===== config.mk =====
export PLATFORM = sky130hd
export DESIGN_NAME = spi_host_top
export DESIGN_NICKNAME = d
export VERILOG_FILES = /design/src/common/spi_types_pkg.sv /design/src/common/axil_pkg.sv /design/src/verilog/sync_fifo.sv /design/src/verilog/axil_reg_decode.sv /design/src/spi_engine/spi_shift_engine.sv /design/src/verilog/spi_host_top.sv
export VERILOG_INCLUDE_DIRS = /design/src /design/src/common
export SDC_FILE = /design/constraint.sdc
export NUM_CORES = 1
export LEC_CHECK = 0
export ABC_CLOCK_PERIOD_IN_PS = 4300
export BUFFER_PORTS_ARGS = -buffer_cell sky130_fd_sc_hd__buf_2
export CORE_ASPECT_RATIO = 1.4
export CORE_MARGIN = 5
export CORE_UTILIZATION = 55
export DETAILED_ROUTE_END_ITERATION = 8
export HOLD_SLACK_MARGIN = 0.12
export PLACE_DENSITY = 0.79
export SLEW_MARGIN = 20
export SYNTH_ARGS = -nofsm -noshare
export SYNTH_HDL_FRONTEND = slang
export SYNTH_HIERARCHICAL = 1
export SYNTH_SLANG_ARGS = --single-unit

===== constraint.sdc =====
create_clock -name clk -period 4.3 [get_ports clk]
set_input_delay 0.86 -clock clk [delete_from_list [all_inputs] [get_ports clk]]
set_output_delay 0.86 -clock clk [all_outputs]
set_load 0.05 [all_outputs]

===== src/common/spi_settings.svh =====
/* Build-time constants for the SPI host. SPI_DEFAULT_DIV must be non-zero.
   Register offsets are byte offsets from a base of zero. */
`ifndef SPI_SETTINGS_SVH
`define SPI_SETTINGS_SVH

// Frame and timing
`define SPI_DATA_WIDTH 8
`define SPI_DEFAULT_DIV 4   // clk cycles per SCLK half-period

// Entries in each of the TX and RX queues
`define SPI_FIFO_DEPTH 4

// AXI4-Lite register map
`define SPI_REG_TXDATA 'h0
`define SPI_REG_RXDATA 'h4
`define SPI_REG_STATUS 'h8
`define SPI_REG_CTRL 'hC

`endif


===== src/common/spi_types_pkg.sv =====
/* Payload and status types of the SPI host. Frame width comes from spi_settings.svh */
`include "spi_settings.svh"

package spi_types_pkg;

    // One queued frame to transmit
    typedef struct packed {
        logic [`SPI_DATA_WIDTH-1:0] data;
    } spi_cmd_t;

    // One frame captured from MISO
    typedef struct packed {
        logic [`SPI_DATA_WIDTH-1:0] data;
    } spi_rx_t;

    // STATUS register layout, busy in bit 3 down to rx_overflow in bit 0
    typedef struct packed {
        logic busy;        // Frame in flight or queued
        logic tx_full;
        logic rx_empty;
        logic rx_overflow; // Sticky until cleared through CTRL
    } spi_status_t;

endpackage


===== src/common/axil_pkg.sv =====
/* AXI4-Lite channel bundles with a 16-bit address and a 32-bit data bus.
   Only OKAY and SLVERR responses are produced. */
package axil_pkg;

    typedef logic [15:0] axil_addr_t;
    typedef logic [31:0] axil_data_t;
    typedef logic [3:0]  axil_strb_t;

    typedef enum logic [1:0] {
        OKAY   = 2'b00,
        SLVERR = 2'b10
    } axil_resp_e;

    // Manager to subordinate
    typedef struct packed {
        logic       awvalid;
        axil_addr_t awaddr;
        logic       wvalid;
        axil_data_t wdata;
        axil_strb_t wstrb;
        logic       bready;
        logic       arvalid;
        axil_addr_t araddr;
        logic       rready;
    } axil_req_t;

    // Subordinate to manager
    typedef struct packed {
        logic       awready;
        logic       wready;
        logic       bvalid;
        axil_resp_e bresp;
        logic       arready;
        logic       rvalid;
        axil_data_t rdata;
        axil_resp_e rresp;
    } axil_rsp_t;

endpackage


===== src/verilog/sync_fifo.sv =====
/* Single-clock queue, any payload type. Push when full and pop when empty are ignored.
   pop_data shows the head entry combinationally. */
`timescale 1ns/1ns
`include "spi_settings.svh"

module sync_fifo #(
    parameter type payload_t = logic [7:0],
    parameter int  DEPTH     = `SPI_FIFO_DEPTH
) (
    input  logic     clk,
    input  logic     rst,
    input  logic     push,
    input  payload_t push_data,
    input  logic     pop,
    output payload_t pop_data,
    output logic     full,
    output logic     empty
);
    localparam int PTR_W = (DEPTH > 1) ? $clog2(DEPTH) : 1;
    localparam int CNT_W = $clog2(DEPTH + 1);

    payload_t             mem [DEPTH];
    logic [PTR_W-1:0]     wr_ptr, rd_ptr;
    logic [CNT_W-1:0]     count;
    logic                 push_ok, pop_ok;

    assign full     = (count == CNT_W'(DEPTH));
    assign empty    = (count == '0);
    assign push_ok  = push && !full;
    assign pop_ok   = pop && !empty;
    assign pop_data = mem[rd_ptr];

    // Pointers wrap explicitly so DEPTH need not be a power of two
    always_ff @(posedge clk or posedge rst) begin
        if (rst) begin
            wr_ptr <= '0;
            rd_ptr <= '0;
            count  <= '0;
        end else begin
            if (push_ok)
                wr_ptr <= (wr_ptr == PTR_W'(DEPTH - 1)) ? '0 : wr_ptr + 1'b1;
            if (pop_ok)
                rd_ptr <= (rd_ptr == PTR_W'(DEPTH - 1)) ? '0 : rd_ptr + 1'b1;
            case ({push_ok, pop_ok})
                2'b10:   count <= count + 1'b1;
                2'b01:   count <= count - 1'b1;
                default: count <= count;   // Both or neither
            endcase
        end
    end

    always_ff @(posedge clk) begin
        if (push_ok)
            mem[wr_ptr] <= push_data;
    end

    a_no_push_when_full: assert property (@(posedge clk) disable iff (rst)
        full && push |=> $stable(wr_ptr));

    a_no_pop_when_empty: assert property (@(posedge clk) disable iff (rst)
        empty && pop |=> $stable(rd_ptr));

endmodule


===== src/verilog/axil_reg_decode.sv =====
/* AXI4-Lite register slave. AW and W must be presented together, one access in flight
   per direction. Writes to read-only registers answer SLVERR. */
`timescale 1ns/1ns
`include "spi_settings.svh"

module axil_reg_decode (
    input  logic                       clk,
    input  logic                       rst,
    input  axil_pkg::axil_req_t        axil_req,
    output axil_pkg::axil_rsp_t        axil_rsp,
    output logic                       tx_push,
    output spi_types_pkg::spi_cmd_t    tx_data,
    input  logic                       tx_full,
    output logic                       rx_pop,
    input  spi_types_pkg::spi_rx_t     rx_data,
    input  logic                       rx_empty,
    input  spi_types_pkg::spi_status_t status,
    output logic [7:0]                 clk_div,
    output logic                       clear_overflow
);
    import axil_pkg::*;

    localparam int W = `SPI_DATA_WIDTH;

    logic       wr_accept, rd_accept;
    logic       wr_is_tx, wr_is_ctrl, rd_is_rx;
    axil_resp_e wr_resp, rd_resp;
    axil_data_t rd_word;
    logic       bvalid_q, rvalid_q;
    axil_resp_e bresp_q, rresp_q;
    axil_data_t rdata_q;

    assign wr_accept = axil_req.awvalid && axil_req.wvalid && !bvalid_q;
    assign rd_accept = axil_req.arvalid && !rvalid_q;

    // Write address decode
    always_comb begin
        wr_is_tx   = (axil_req.awaddr == `SPI_REG_TXDATA);
        wr_is_ctrl = (axil_req.awaddr == `SPI_REG_CTRL);
        if (wr_is_tx)
            wr_resp = tx_full ? SLVERR : OKAY; // Dropped when queue is full
        else if (wr_is_ctrl)
            wr_resp = OKAY;
        else
            wr_resp = SLVERR;
    end

    // Read address decode and read word assembly
    always_comb begin
        rd_is_rx = (axil_req.araddr == `SPI_REG_RXDATA);
        rd_word  = '0;
        rd_resp  = OKAY;
        if (rd_is_rx) begin
            if (rx_empty)
                rd_resp = SLVERR;              // Zero data on empty queue
            else
                rd_word[W-1:0] = rx_data.data;
        end else if (axil_req.araddr == `SPI_REG_STATUS) begin
            rd_word[$bits(status)-1:0] = status;
        end else if (axil_req.araddr == `SPI_REG_CTRL) begin
            rd_word[7:0] = clk_div;
        end else begin
            rd_resp = SLVERR;
        end
    end

    assign tx_push        = wr_accept && wr_is_tx && !tx_full;
    assign tx_data.data   = axil_req.wdata[W-1:0];
    assign rx_pop         = rd_accept && rd_is_rx && !rx_empty;
    assign clear_overflow = wr_accept && wr_is_ctrl && axil_req.wstrb[1] && axil_req.wdata[8];

    // Handshake state and divider
    always_ff @(posedge clk or posedge rst) begin
        if (rst) begin
            bvalid_q <= 1'b0;
            rvalid_q <= 1'b0;
            clk_div  <= 8'(`SPI_DEFAULT_DIV);
        end else begin
            if (wr_accept)
                bvalid_q <= 1'b1;
            else if (axil_req.bready)
                bvalid_q <= 1'b0;
            if (rd_accept)
                rvalid_q <= 1'b1;
            else if (axil_req.rready)
                rvalid_q <= 1'b0;
            if (wr_accept && wr_is_ctrl && axil_req.wstrb[0]) begin
                // Zero would stall the half-period counter
                clk_div <= (axil_req.wdata[7:0] == 8'd0) ? 8'd1 : axil_req.wdata[7:0];
            end
        end
    end

    // Response payload, held while valid is up
    always_ff @(posedge clk) begin
        if (wr_accept)
            bresp_q <= wr_resp;
        if (rd_accept) begin
            rresp_q <= rd_resp;
            rdata_q <= rd_word;
        end
    end

    always_comb begin
        axil_rsp.awready = wr_accept;
        axil_rsp.wready  = wr_accept;
        axil_rsp.bvalid  = bvalid_q;
        axil_rsp.bresp   = bresp_q;
        axil_rsp.arready = rd_accept;
        axil_rsp.rvalid  = rvalid_q;
        axil_rsp.rdata   = rdata_q;
        axil_rsp.rresp   = rresp_q;
    end

    // Write response must wait for the manager
    a_bvalid_hold: assert property (@(posedge clk) disable iff (rst)
        bvalid_q && !axil_req.bready |=> bvalid_q);

endmodule


===== src/spi_engine/spi_shift_engine.sv =====
/* SPI mode 0 shift engine, one chip select, MSB first. The divider is sampled when a
   frame starts and must be non-zero. */
`timescale 1ns/1ns
`include "spi_settings.svh"

module spi_shift_engine (
    input  logic                    clk,
    input  logic                    rst,
    input  spi_types_pkg::spi_cmd_t cmd,
    input  logic                    cmd_empty,
    output logic                    cmd_pop,
    input  logic [7:0]              clk_div,
    input  logic                    clear_overflow,
    input  logic                    rx_full,
    output logic                    rx_push,
    output spi_types_pkg::spi_rx_t  rx_frame,
    output logic                    busy,
    output logic                    rx_overflow,
    output logic                    sclk,
    output logic                    mosi,
    input  logic                    miso,
    output logic                    cs_n
);
    localparam int W      = `SPI_DATA_WIDTH;
    localparam int EDGE_W = $clog2(2 * W);
    localparam logic [EDGE_W-1:0] LAST_HALF = EDGE_W'(2 * W - 1);

    typedef enum logic [1:0] {
        ST_IDLE,
        ST_ASSERT,   // First half-period, SCLK low, MOSI set up
        ST_TRANSFER,
        ST_DEASSERT
    } state_t;

    state_t            state;
    logic [7:0]        div_q;
    logic [7:0]        div_cnt;
    logic [EDGE_W-1:0] half_cnt;    // Index of the current half-period
    logic [W-1:0]      tx_shift;
    logic [W-1:0]      rx_shift;
    logic              half_end;
    logic              rise_evt, fall_evt, last_fall;

    assign half_end  = (div_cnt == div_q - 8'd1);
    assign rise_evt  = half_end && !sclk && (state == ST_ASSERT || state == ST_TRANSFER);
    assign fall_evt  = half_end && sclk && (state == ST_TRANSFER);
    assign last_fall = fall_evt && (half_cnt == LAST_HALF);

    assign cmd_pop       = (state == ST_IDLE) && !cmd_empty;
    assign rx_push       = (state == ST_DEASSERT) && !rx_full;
    assign rx_frame.data = rx_shift;
    assign busy          = (state != ST_IDLE);

    // Frame FSM and pin drivers
    always_ff @(posedge clk or posedge rst) begin
        if (rst) begin
            state    <= ST_IDLE;
            cs_n     <= 1'b1;
            sclk     <= 1'b0;
            mosi     <= 1'b0;
            div_cnt  <= '0;
            half_cnt <= '0;
        end else begin
            case (state)
                ST_IDLE: begin
                    if (cmd_pop) begin
                        cs_n     <= 1'b0;
                        mosi     <= cmd.data[W-1];  // MSB ahead of first rise
                        div_cnt  <= '0;
                        half_cnt <= '0;
                        state    <= ST_ASSERT;
                    end
                end
                ST_ASSERT, ST_TRANSFER: begin
                    if (half_end) begin
                        div_cnt  <= '0;
                        half_cnt <= half_cnt + 1'b1;
                        sclk     <= !sclk;
                        state    <= ST_TRANSFER;
                        if (last_fall) begin
                            cs_n  <= 1'b1;
                            mosi  <= 1'b0;
                            state <= ST_DEASSERT;
                        end else if (fall_evt) begin
                            mosi <= tx_shift[W-2];  // Next bit on falling edge
                        end
                    end else begin
                        div_cnt <= div_cnt + 8'd1;
                    end
                end
                ST_DEASSERT: state <= ST_IDLE;  // Frame pushed this cycle
                default:     state <= ST_IDLE;
            endcase
        end
    end

    // Shift registers and latched divider
    always_ff @(posedge clk) begin
        if (cmd_pop) begin
            tx_shift <= cmd.data;
            div_q    <= clk_div;
        end else if (fall_evt) begin
            tx_shift <= tx_shift << 1;
        end
        if (rise_evt)
            rx_shift <= {rx_shift[W-2:0], miso};  // Sample MISO as SCLK rises
    end

    // Set wins over a clear in the same cycle
    always_ff @(posedge clk or posedge rst) begin
        if (rst)
            rx_overflow <= 1'b0;
        else if (state == ST_DEASSERT && rx_full)
            rx_overflow <= 1'b1;
        else if (clear_overflow)
            rx_overflow <= 1'b0;
    end

    a_sclk_idle_low: assert property (@(posedge clk) disable iff (rst)
        cs_n |-> !sclk);

endmodule


===== src/verilog/spi_host_top.sv =====
/* AXI4-Lite SPI host with TX and RX queues and a single mode 0 chip select.
   busy covers queued frames as well as the one in flight. */
`timescale 1ns/1ns
`include "spi_settings.svh"

module spi_host_top (
    input  logic                clk,
    input  logic                rst,
    input  axil_pkg::axil_req_t axil_req,
    output axil_pkg::axil_rsp_t axil_rsp,
    output logic                sclk,
    output logic                mosi,
    input  logic                miso,
    output logic                cs_n
);
    import spi_types_pkg::*;

    spi_cmd_t    tx_data, cmd;
    spi_rx_t     rx_frame, rx_data;
    spi_status_t status;
    logic        tx_push, tx_full, tx_empty, cmd_pop;
    logic        rx_push, rx_pop, rx_full, rx_empty;
    logic        busy, rx_overflow, clear_overflow;
    logic [7:0]  clk_div;

    always_comb begin
        status.busy        = busy || !tx_empty;
        status.tx_full     = tx_full;
        status.rx_empty    = rx_empty;
        status.rx_overflow = rx_overflow;
    end

    axil_reg_decode i_decode (
        .clk(clk), .rst(rst),
        .axil_req(axil_req), .axil_rsp(axil_rsp),
        .tx_push(tx_push), .tx_data(tx_data), .tx_full(tx_full),
        .rx_pop(rx_pop), .rx_data(rx_data), .rx_empty(rx_empty),
        .status(status), .clk_div(clk_div), .clear_overflow(clear_overflow)
    );

    // Command queue
    sync_fifo #(.payload_t(spi_cmd_t), .DEPTH(`SPI_FIFO_DEPTH)) i_tx_fifo (
        .clk(clk), .rst(rst),
        .push(tx_push), .push_data(tx_data),
        .pop(cmd_pop), .pop_data(cmd),
        .full(tx_full), .empty(tx_empty)
    );

    // Receive queue
    sync_fifo #(.payload_t(spi_rx_t), .DEPTH(`SPI_FIFO_DEPTH)) i_rx_fifo (
        .clk(clk), .rst(rst),
        .push(rx_push), .push_data(rx_frame),
        .pop(rx_pop), .pop_data(rx_data),
        .full(rx_full), .empty(rx_empty)
    );

    spi_shift_engine i_engine (
        .clk(clk), .rst(rst),
        .cmd(cmd), .cmd_empty(tx_empty), .cmd_pop(cmd_pop),
        .clk_div(clk_div), .clear_overflow(clear_overflow),
        .rx_full(rx_full), .rx_push(rx_push), .rx_frame(rx_frame),
        .busy(busy), .rx_overflow(rx_overflow),
        .sclk(sclk), .mosi(mosi), .miso(miso), .cs_n(cs_n)
    );

endmodule


=== After elaboration in Yosys (flattened, before gate mapping) ===
Memory sizes are Yosys's and may differ from the RTL's.
Index checks and enable logic that the tools add are counted.

* Reduce and logical (&&, ||, !) cells: 52
* Equality and inequality tests: 23
* Add/subtract/negate cells: 11
* Mux-type cells: 50

{| class="wikitable"
|+ Operators with widths
! operator !! number
|-
| equality test 16 x 4 -> 1 bit (second input constant) || 3
|-
| two-way mux 8 bit || 6
|-
| two-way mux 2 bit || 13
|-
| logical AND 1 bit || 23
|-
| two-way mux 1 bit || 18
|-
| equality test 16 x 3 -> 1 bit (second input constant) || 1
|-
| equality test 2 bit (second input constant) || 8
|-
| logical NOT 16 bit || 1
|-
| two-way mux 4 bit || 4
|-
| case mux 8 bit (2 select lines) || 1
|-
| nonzero test 2 bit || 8
|-
| two-way mux 7 bit || 2
|-
| case mux 3 bit (2 select lines) || 2
|-
| adder 2 x 1 -> 2 bit (second input constant) || 4
|-
| adder 8 x 1 -> 8 bit (second input constant) || 1
|-
| equality test 8 bit || 1
|-
| logical NOT 8 bit || 1
|-
| case mux 4 bit (2 select lines) || 1
|-
| AND reduction 4 bit || 2
|-
| subtractor 8 x 1 -> 8 bit (second input constant) || 1
|-
| logical NOT 1 bit || 7
|-
| adder 3 x 1 -> 3 bit (second input constant) || 2
|-
| equality test 2 x 1 -> 1 bit (second input constant) || 3
|-
| equality test 3 bit (second input constant) || 2
|-
| other kinds (14) || 21
|}

* Output and inout port bits: 44
* Bits in writable memories: 64
* Bits of input ports: 76
* Memories: 2
* Word-level logic and storage cells: 160
* Register bits: 77

{| class="wikitable"
|+ Memory list
! name !! words !! width !! rd ports !! clocked after memory_dff !! wr ports !! RTL line !! text
|-
| i_rx_fifo.mem || 4 || 8 || 1 || 0 || 1 || sync_fifo.sv:22 || <nowiki>payload_t mem [DEPTH];</nowiki>
|-
| i_tx_fifo.mem || 4 || 8 || 1 || 0 || 1 || sync_fifo.sv:22 ||
|}

=== Depth between registers and ports, before layout ===
Gate-level depths: netlist of the first run.

* Depth after elaboration: 8
* Depth in mapped cells: 13
* Mapped depth without buffers: 12

=== Hierarchy ===
The synthesis of the first run kept the hierarchy.

{| class="wikitable"
|+ By module, submodules not included
! module !! cells an instance !! times used !! area each (sq um) !! seq. area each (sq um)
|-
| sync_fifo || 83 || 2 || 1640.3 || 1136.1
|-
| spi_shift_engine || 192 || 1 || 2079.5 || 1142.3
|-
| axil_reg_decode || 127 || 1 || 1367.6 || 551.8
|-
| spi_host_top || 1 || 1 || 6.3 || 0.0
|}

=== Worst setup path before layout of the first run ===
OpenSTA, ideal clock, no wires.

* Path type: input to register
* From: in axil_req[5] in the netlist's numbering
* To: reg i_rx_fifo.count[2]
* Library setup time: 79 ps
* Stages on the path: 12
* Buffers on the path: 0
* Required time: 4221 ps
* Arrival: 3032 ps
* Path slack: 1189 ps
* Path through: nor4_2 > nand4_2 > or2_4 > nor4b_2 > nand2b_4 > inv_1 > ha_1 > inv_1 > fa_1 > xor2_1 > nor2_1 > xor2_1

* Longest elaborated chain between the ends: 6
* Elaborated cells between the ends (all ways): 8
* Those cells by class: 3 x eq/ne; 1 x mux; 4 x reduce/logical

{| class="wikitable"
|+ RTL lines
! item !! RTL line !! text
|-
| start, declared || spi_host_top.sv:9 || <nowiki>input axil_pkg::axil_req_t axil_req,</nowiki>
|-
| equality test 16 x 3 -> 1 bit (no source line) * || n/a ||
|-
| logical AND 1 bit * (2 in series) || axil_reg_decode.sv:69 || <nowiki>assign rx_pop = rd_accept && rd_is_rx && !rx_empty;</nowiki>
|-
| via rx_pop || spi_host_top.sv:22 || <nowiki>logic rx_push, rx_pop, rx_full, rx_empty;</nowiki>
|-
| logical AND 1 bit * || sync_fifo.sv:30 || <nowiki>assign pop_ok = pop && !empty;</nowiki>
|-
| via i_rx_fifo.pop_ok || sync_fifo.sv:25 || <nowiki>logic push_ok, pop_ok;</nowiki>
|-
| equality test 2 x 1 -> 1 bit or equality test 2 bit (tied branches) || sync_fifo.sv:44 || <nowiki>case ({push_ok, pop_ok})</nowiki>
|-
| case mux 3 bit (2 select lines) or nonzero test 2 bit (tied branches) || n/a ||
|-
| end signal, assigned || sync_fifo.sv:45 || <nowiki>2'b10: count <= count + 1'b1;</nowiki>
|-
| end signal, assigned || sync_fifo.sv:46 || <nowiki>2'b01: count <= count - 1'b1;</nowiki>
|-
| end signal, assigned || sync_fifo.sv:47 || <nowiki>default: count <= count;</nowiki>
|-
| end, declared || sync_fifo.sv:24 || <nowiki>logic [CNT_W-1:0] count;</nowiki>
|}

Mark *: on every way through the listed nets, which the timed path passes. The rest lies on a longest branch.
A chain may end at the register's enable or synchronous reset.

=== Worst setup path after layout of the first run ===
* From: reg i_engine.div_q[0]
* To: reg i_engine.tx_shift[4] (enable)

* Longest elaborated chain between the ends: 5

{| class="wikitable"
|+ RTL lines
! item !! RTL line !! text
|-
| start, declared || spi_shift_engine.sv:36 || <nowiki>logic [7:0] div_q;</nowiki>
|-
| start signal, assigned || spi_shift_engine.sv:101 || <nowiki>div_q <= clk_div;</nowiki>
|-
| subtractor 8 x 1 -> 8 bit || spi_shift_engine.sv:44 || <nowiki>assign half_end = (div_cnt == div_q - 8'd1);</nowiki>
|-
| equality test 8 bit || spi_shift_engine.sv:44 ||
|-
| logical AND 1 bit (2 in series) || spi_shift_engine.sv:46 || <nowiki>assign fall_evt = half_end && sclk && (state == ST_TRANSFER);</nowiki>
|-
| nonzero test 2 bit (no source line) || n/a ||
|-
| end signal, assigned || spi_shift_engine.sv:100 || <nowiki>tx_shift <= cmd.data;</nowiki>
|-
| end signal, assigned || spi_shift_engine.sv:103 || <nowiki>tx_shift <= tx_shift << 1;</nowiki>
|-
| end, declared || spi_shift_engine.sv:39 || <nowiki>logic [W-1:0] tx_shift;</nowiki>
|}

No other way between the ends.

==> out/metrics.csv, run 1 <==
metric,value,unit
critPathRequiredTime,4330,ps
num_antenna_cells,0,
h-tree-depth,4,
worst_slew_pin_slew,999.6,ps
fin_tns_setup,0,ps
drv_slew,0,
io_buffers,68,
cts-root-buf,clkbuf_16,
crit_arrival,3160,ps
power_density,399.1,mW/mm^2
dp_hpwl,9328,um
synth_edf_count,97,
start_util,56.41,%
drc,0,
die_area,0.01459,mm^2
fin_nets,646,
cts_sinks,139,
wl_per_cell,18.09,um
final_common_cell,edfxtp_1,
num_vias,3971,
postRouteAntennaNets,0,
grt_max_degree,24,
fill_cells,851,
clkLatencyLatePin,410,ps
status,"complete, no violations",
startpoint,i_engine/div_q[0],
numCtsBuffers,17,
synth_seq_cells,139,
synth_top_area_share,43.26,%
rows,47,
grt_pass1_wl,21000,um
crit_type,register to register,
wl,12850,um
hold_viol,0,
synth_top_cell_by_area,edfxtp_1,
cp.buffers_inverters,2,
die_w,103.5,um
cts_resized,0,
antenna_found_initial,0,
area_growth,12.95,%
p_leak,3.052,nW
final_util,63.71,%
synthDistinctLibCells,69,
post-route-period-util,72.57,%
final_layout_size_suffix_gt1_share,30.02,%
ir_drop,428.5,uV
worstSetupEndpointType,register,
path_max_fanout,23,
async_flop_share,30.22,%
ios,120,
regToRegStartpoint,i_engine/div_q[0],
setup_viol,0,
maxCapViolCount,0,
rsz0062_at_grt,no,
synth_area_leaders,"edfxtp_1, dfrtp_1, mux4_2",
hp-class,input port to async pin,
slowest_delay,820,ps
cts_tree,built,
hold_buffers,0,
syn_area_per_cell,13.86,um^2
worst_setup_path_start_kind,register,
grt_pass1_vias,4169,
yosysWarnings,6,
clkTransAtPathRegs,60,ps
core_area,0.01194,mm^2
post-cts-setup-buffer-count,0,
clockBufferDepth,2,
ys.flop_type,edfxtp_1,
grt_overflow,0,
final_cell_mix,"edfxtp_1, buf_2, dfrtp_1",
timing.slew.headroom,32.65,%
synth_seq_area_share,58.90,%
track_usage,18.29,%
syn_area,0.006734,mm^2
crit_family,compound AO/OA/AOI/OAI gates,
postSynthCellCount,486,
fmax,320.5,MHz
fp.dieH,140.9,um
drtPass1Iterations,5,
cp_slowest_cell,o21ai_0,
path_cells,inv_1 -> ha_1 -> nor2b_1 -> or3_1 -> a31oi_1 -> o2111ai_2 -> buf_4 -> o21ai_0,
gp_congestion,0.8359,
drt_iter0_drc,204,
vias_per_cell,5.593,
fin_crit,3120,ps
finalClockSkew,9.358,ps
-- worst reg2reg max path, delay by kind of cell, from the launching register on --
| kind | cells | cell delay [ps] |
|---|---|---|
| buffers and inverters | 2 | 320 |
| adders and majority gates | 1 | 250 |
| AOI/OAI and AO/OA | 3 | 1200 |
| DFF | 1 | 470 |
| and+or+nand+nor | 2 | 490 |
-- layout make-up --
type | instances | area [um^2] | share of cell area (%)
Multi-Input combinational cell | 286 | 2365 | 31.09
Clock inverter | 15 | 163.9 | 2.155
Tap cell | 147 | 183.9 | 2.418
Timing Repair Buffer | 73 | 377.9 | 4.968
Inverter | 33 | 123.9 | 1.629
Clock buffer | 17 | 425.4 | 5.593
Sequential cell | 139 | 3966 | 52.15
-- registers in the layout, summed over array words and instances, names as in the netlist, 2 cells and up --
name / flops
i_rx_fifo/mem: 32
i_tx_fifo/mem: 32
i_decode/clk_div: 8
i_decode/rdata_q: 8
i_engine/div_cnt: 8
i_engine/div_q: 8
i_engine/rx_frame: 8
i_engine/tx_shift: 7
i_engine/half_cnt: 4
i_rx_fifo/count: 3
i_tx_fifo/count: 3
i_engine/state: 2
i_rx_fifo/rd_ptr: 2
i_rx_fifo/wr_ptr: 2
i_tx_fifo/rd_ptr: 2
i_tx_fifo/wr_ptr: 2
-- cell families (layout without fill, tap and decap cells) --
kind of cell	count (synthesis)	after routing	share of synthesized area [%]
buf+inv	86	138	7.376
compound gates	50	50	5.128
xor+xnor	18	18	2.341
mux	42	42	10.31
other cells	1	26	0.05569
simple gates	130	130	11.95
fa+ha+maj	20	20	3.939
flops	139	139	58.90
-- routing by layer --
metal  up-vias  wire [um]  global-route usage (%)  share of wire, %
met3        25        690                   3.797               5.4
li1       1836          -                       -                 -
met2       141       7227                   33.27                56
met1      1969       4607                   20.15                36
met4         0        323                   8.984               2.5
met5         -          0                       0                 0
-- power by group --
part,switching [mW],internal [mW]
Clock,0.582,0.864
Combinational,0.121,0.0308
Sequential,0.00313,1.43
Total,0.707,2.33
-- cell usage after synthesis, types with 3 or more instances --
cell / count
a21oi_1: 8
a22oi_1: 7
a31oi_1: 4
and2_1: 3
and2_2: 8
buf_2: 3
buf_4: 39
clkbuf_1: 9
dfrtp_1: 40
edfxtp_1: 97
ha_1: 18
inv_1: 30
mux2_1: 4
mux2_2: 3
mux2_4: 13
mux2i_1: 6
mux4_2: 16
nand2_1: 34
nand2b_1: 3
nand3_1: 7
nor2_1: 24
nor2b_1: 3
nor3_1: 7
nor4_1: 5
nor4_2: 4
o211ai_1: 3
o21ai_0: 13
or3_1: 6
xnor2_1: 10
xor2_1: 8
-- through the flow --
| step | cells | total power [mW] | hold WS, ps | cell area [um^2] | worst slack, ps |
|---|---|---|---|---|---|
| CTS | 710 | 3.052 | 413.9 | 7606 | 1140 |
| global route | 710 | 3.134 | 433.7 | 7606 | 1018 |
| finish | 710 | 3.035 | 424.0 | 7606 | 1180 |
| global placement | 678 | 1.614 | 469.6 | 7017 | 934.2 |
| detailed placement | 678 | 1.616 | 484.0 | 7017 | 819.9 |
| floorplan | 511 | 1.600 | 442.7 | 6828 | 1189 |
-- path summary, 6_finish.rpt --
kind                                        endpoint  slack (ps)  depth (start not counted)
worst max-delay path            i_engine/tx_shift[4]        1180                          8
worst max register to register  i_engine/tx_shift[4]        1180                          8
worst min-delay path              i_rx_fifo/count[2]         420                          2
worst min register to register     i_decode/rvalid_q         490                          1
min in group clk                   i_decode/rvalid_q         490                          1
max in group asynchronous        i_engine/div_cnt[2]        3240                          2
No activity file was read; power rests on OpenSTA's default activity.
==> inputs of run 2 (changes only) <==
--- a/config.mk
+++ b/config.mk
@@ -6,14 +6,15 @@
 export SDC_FILE = /design/constraint.sdc
 export NUM_CORES = 1
 export LEC_CHECK = 0
-export ABC_CLOCK_PERIOD_IN_PS = 4300
+export ABC_AREA = 1
+export ABC_CLOCK_PERIOD_IN_PS = 3200
 export BUFFER_PORTS_ARGS = -buffer_cell sky130_fd_sc_hd__buf_2
 export CORE_ASPECT_RATIO = 1.4
 export CORE_MARGIN = 5
 export CORE_UTILIZATION = 55
 export DETAILED_ROUTE_END_ITERATION = 8
 export HOLD_SLACK_MARGIN = 0.12
-export PLACE_DENSITY = 0.79
+export PLACE_DENSITY = 0.78
 export SLEW_MARGIN = 20
 export SYNTH_ARGS = -nofsm -noshare
 export SYNTH_HDL_FRONTEND = slang
==> constraint.sdc (replaced) <==
create_clock -name clk -period 3.2 [get_ports clk]
set_input_delay 0.64 -clock clk [delete_from_list [all_inputs] [get_ports clk]]
set_output_delay 0.64 -clock clk [all_outputs]
set_load 0.05 [all_outputs]
==> out/metrics.csv, run 2 <==
metric,value,unit,change
hold_buffers,0,,unchanged
wl_per_cell,14.92,um,was 18.09 um
power_density,567.8,mW/mm^2,was 399.1 mW/mm^2
cts_tree,built,,unchanged
die_w,106.0,um,was 103.5 um
worstSetupEndpointType,register,,unchanged
hold_viol,0,,unchanged
synth_edf_count,97,,unchanged
dp_hpwl,10360,um,was 9328 um
start_util,55.69,%,was 56.41%
hold_slack,201.4,ps,was 424.0 ps
synth_seq_area_share,55.85,%,was 58.90%
core_area,0.01275,mm^2,was 0.01194 mm^2
r2r-end,i_rx_fifo/count[2],,was i_engine/tx_shift[4]
fin_crit,2411,ps,
post-route-period-util,75.36,%,
numCtsBuffers,17,,unchanged
grt_pass1_wl,23320,um,was 21000 um
syn_area,0.007102,mm^2,was 0.006734 mm^2
vias_per_cell,5.107,,was 5.593
r2r_setup_slack,790,ps,was 1180 ps
track_usage,19.89,%,was 18.29%
yosys.area_share.adder,3.735,%,was 3.939%
gp_congestion,0.7965,,was 0.8359
postRouteAntennaNets,0,,unchanged
path_max_fanout,3,,was 23
grt_overflow,0,,unchanged
synth_top_family_by_area,simple AND/OR/NAND/NOR gates,,unchanged
final_layout_size_suffix_gt1_share,17.63,%,was 30.02%
num_antenna_cells,0,,unchanged
cts_resized,0,,unchanged
timing.slew.headroom,30.47,%,was 32.65%
synthSimpleGateAreaFrac,21.30,%,was 11.95%
reg_top3,"i_rx_fifo/mem x32, i_tx_fifo/mem x32",,unchanged
muxShareOfSynthArea,0.2819,%,was 10.31%
fill_cells,979,,was 851
maxCapViolCount,0,,unchanged
cts_sinks,139,,unchanged
ir_drop,586.4,uV,was 428.5 uV
clkLatencyLatePin,410,ps,about the same
finalClockSkew,7.682,ps,was 9.358 ps
grt_max_degree,36,,was 24
die_area,0.01532,mm^2,was 0.01459 mm^2
num_vias,4923,,was 3971
hp-class,input port to async pin,,unchanged
ios,120,,unchanged
area_growth,12.30,%,was 12.95%
seqPwrFrac,43.8,%,was 47.3%
wl,14380,um,was 12850 um
stdcell_count,964,,was 710
swShare,25.15,%,was 23.28%
crit_arrival,2720,ps,was 3160 ps
critPathRequiredTime,3510,ps,was 4330 ps
rsz0062_at_grt,no,,unchanged
async_flop_share,30.22,%,unchanged
synth_most_common_cell,nand2_1,,was edfxtp_1
synth-xor-area-share,1.850,%,was 2.341%
fp.dieH,144.5,um,was 140.9 um
post-cts-setup-buffer-count,0,,unchanged
place_inst,932,,was 678
worst_slew_pin_slew,1043,ps,was 999.6 ps
p_clk_share,45.4,%,was 47.6%
drtPass1Iterations,5,,unchanged
final_common_cell,nand2_1,,was edfxtp_1
crit_type,input port to register,,was register to register
clockBufferDepth,2,,unchanged
fin_tns_setup,0,ps,unchanged
synth_top_cell_by_area,edfxtp_1,,unchanged
h-tree-depth,4,,unchanged
clkTransAtPathRegs,60,ps,about the same
p_comb_share,10.8,%,was 5.0%
regToRegStartpoint,i_rx_fifo/count[0],,was i_engine/div_q[0]
yosysWarnings,6,,unchanged
rows,49,,was 47
drc,0,,unchanged
synth_top_area_share,41.01,%,was 43.26%
synthDistinctLibCells,41,,was 69
cts-root-buf,clkbuf_16,,unchanged
p_leak,3.634,nW,was 3.052 nW
status,"complete, no violations",,unchanged
ys.flop_type,edfxtp_1,,unchanged
postSynthCellCount,731,,was 486
final_cell_mix,"nand2_1, inv_1, edfxtp_1",,"was edfxtp_1, buf_2, dfrtp_1"
worst_setup_path_start_kind,input port,,was register
syn_area_per_cell,9.715,um^2,was 13.86 um^2
synth_seq_cells,139,,unchanged
fmax,414.7,MHz,
grt_pass1_vias,4977,,was 4169
r2r_cells,15,,was 8
fin_nets,894,,was 646
antenna_found_initial,0,,unchanged
drv_slew,0,,unchanged
switching_power,1.139,mW,was 0.7065 mW
synth-compound-area-share,4.863,%,was 5.128%
drt_iter0_drc,257,,was 204
synth_area_leaders,"edfxtp_1, dfrtp_1, nand2_1",,"was edfxtp_1, dfrtp_1, mux4_2"
ys_top_cells_by_count,"nand2_1, inv_1, edfxtp_1, nor2_1, dfrtp_1",,"was edfxtp_1, dfrtp_1, buf_4, nand2_1, inv_1"
p_int,3.390,mW,was 2.329 mW
io_buffers,68,,unchanged
setup_viol,0,,unchanged
[run 2: layout make-up]
class                      count  area (um^2)  area share (%)
clock buffer                  19        432.9           5.428
clock inverter                13        190.2           2.385
inverter                     113        429.2           5.381
multi-input combinational    452         2372           29.75
sequential                   139         3966           49.73
tap                          153        191.4           2.400
timing repair buffer          75        392.9           4.926
[run 2: cell families (layout without fill, tap and decap cells)]
kind of cell / count (synthesis) / in the layout
fa+ha+maj: 20 / 20
compound gates: 50 / 50
other cells: 1 / 26
flops: 139 / 139
mux: 2 / 2
xor+xnor: 15 / 15
simple gates: 339 / 339
buf+inv: 165 / 220
[run 2: worst max path at each step]
| stage | to | slack [ps] | cells after the start | from |
|---|---|---|---|---|
| 4_1_cts | i_rx_fifo/count[2] | 790 | 15 | i_rx_fifo/count[0] |
| 2_1_floorplan | i_rx_fifo/count[2] | 740 | 13 | axil_req[2] |
| 5_1_grt | i_rx_fifo/count[2] | 570 | 15 | i_rx_fifo/count[1] |
| 6_report | i_rx_fifo/count[2] | 790 | 14 | axil_req[2] |
| 3_3_place_gp | i_rx_fifo/count[2] | 400 | 14 | axil_req[2] |
| 3_5_place_dp | i_rx_fifo/count[2] | 360 | 14 | axil_req[2] |
[run 2: metrics by stage]
step	worst slack (ps)	power, mW	utilization (%)	instance area (um^2)
6_report	788.6	4.529	62.54	7975
2_1_floorplan	735.4	2.442	-	7196
3_5_place_dp	357.8	2.507	57.65	7352
5_1_grt	572.9	4.701	62.54	7975
4_1_cts	794.9	4.562	62.54	7975
3_3_place_gp	399.4	2.500	57.65	7352
[run 2: worst max-delay path, stage by stage]
cell     delay [ps]
buf_2            90
or2_4           270
nor2_2          140
nand4_2         170
nor3_1          300
nand2_1         150
inv_1            80
ha_1            160
inv_1            60
fa_1            380
nand2_1         100
nand3_1          80
nand2_1          60
nand2_1          40
[run 2: power groups by stage]
stage | sequential, mW | clock, mW | combinational, mW
2_1_floorplan | 2.05 | 0 | 0.393
4_1_cts | 1.98 | 2.09 | 0.492
3_5_place_dp | 2.02 | 0 | 0.489
5_1_grt | 1.99 | 2.17 | 0.549
3_3_place_gp | 2.02 | 0 | 0.481
6_report | 1.98 | 2.06 | 0.489
[run 2: per-layer routing]
metal / share of wire (%) / global-route usage, %
met1: 36 / 20.26
met2: 56 / 37.87
met5: 0 / 0
met3: 4.1 / 3.618
met4: 4.1 / 11.60
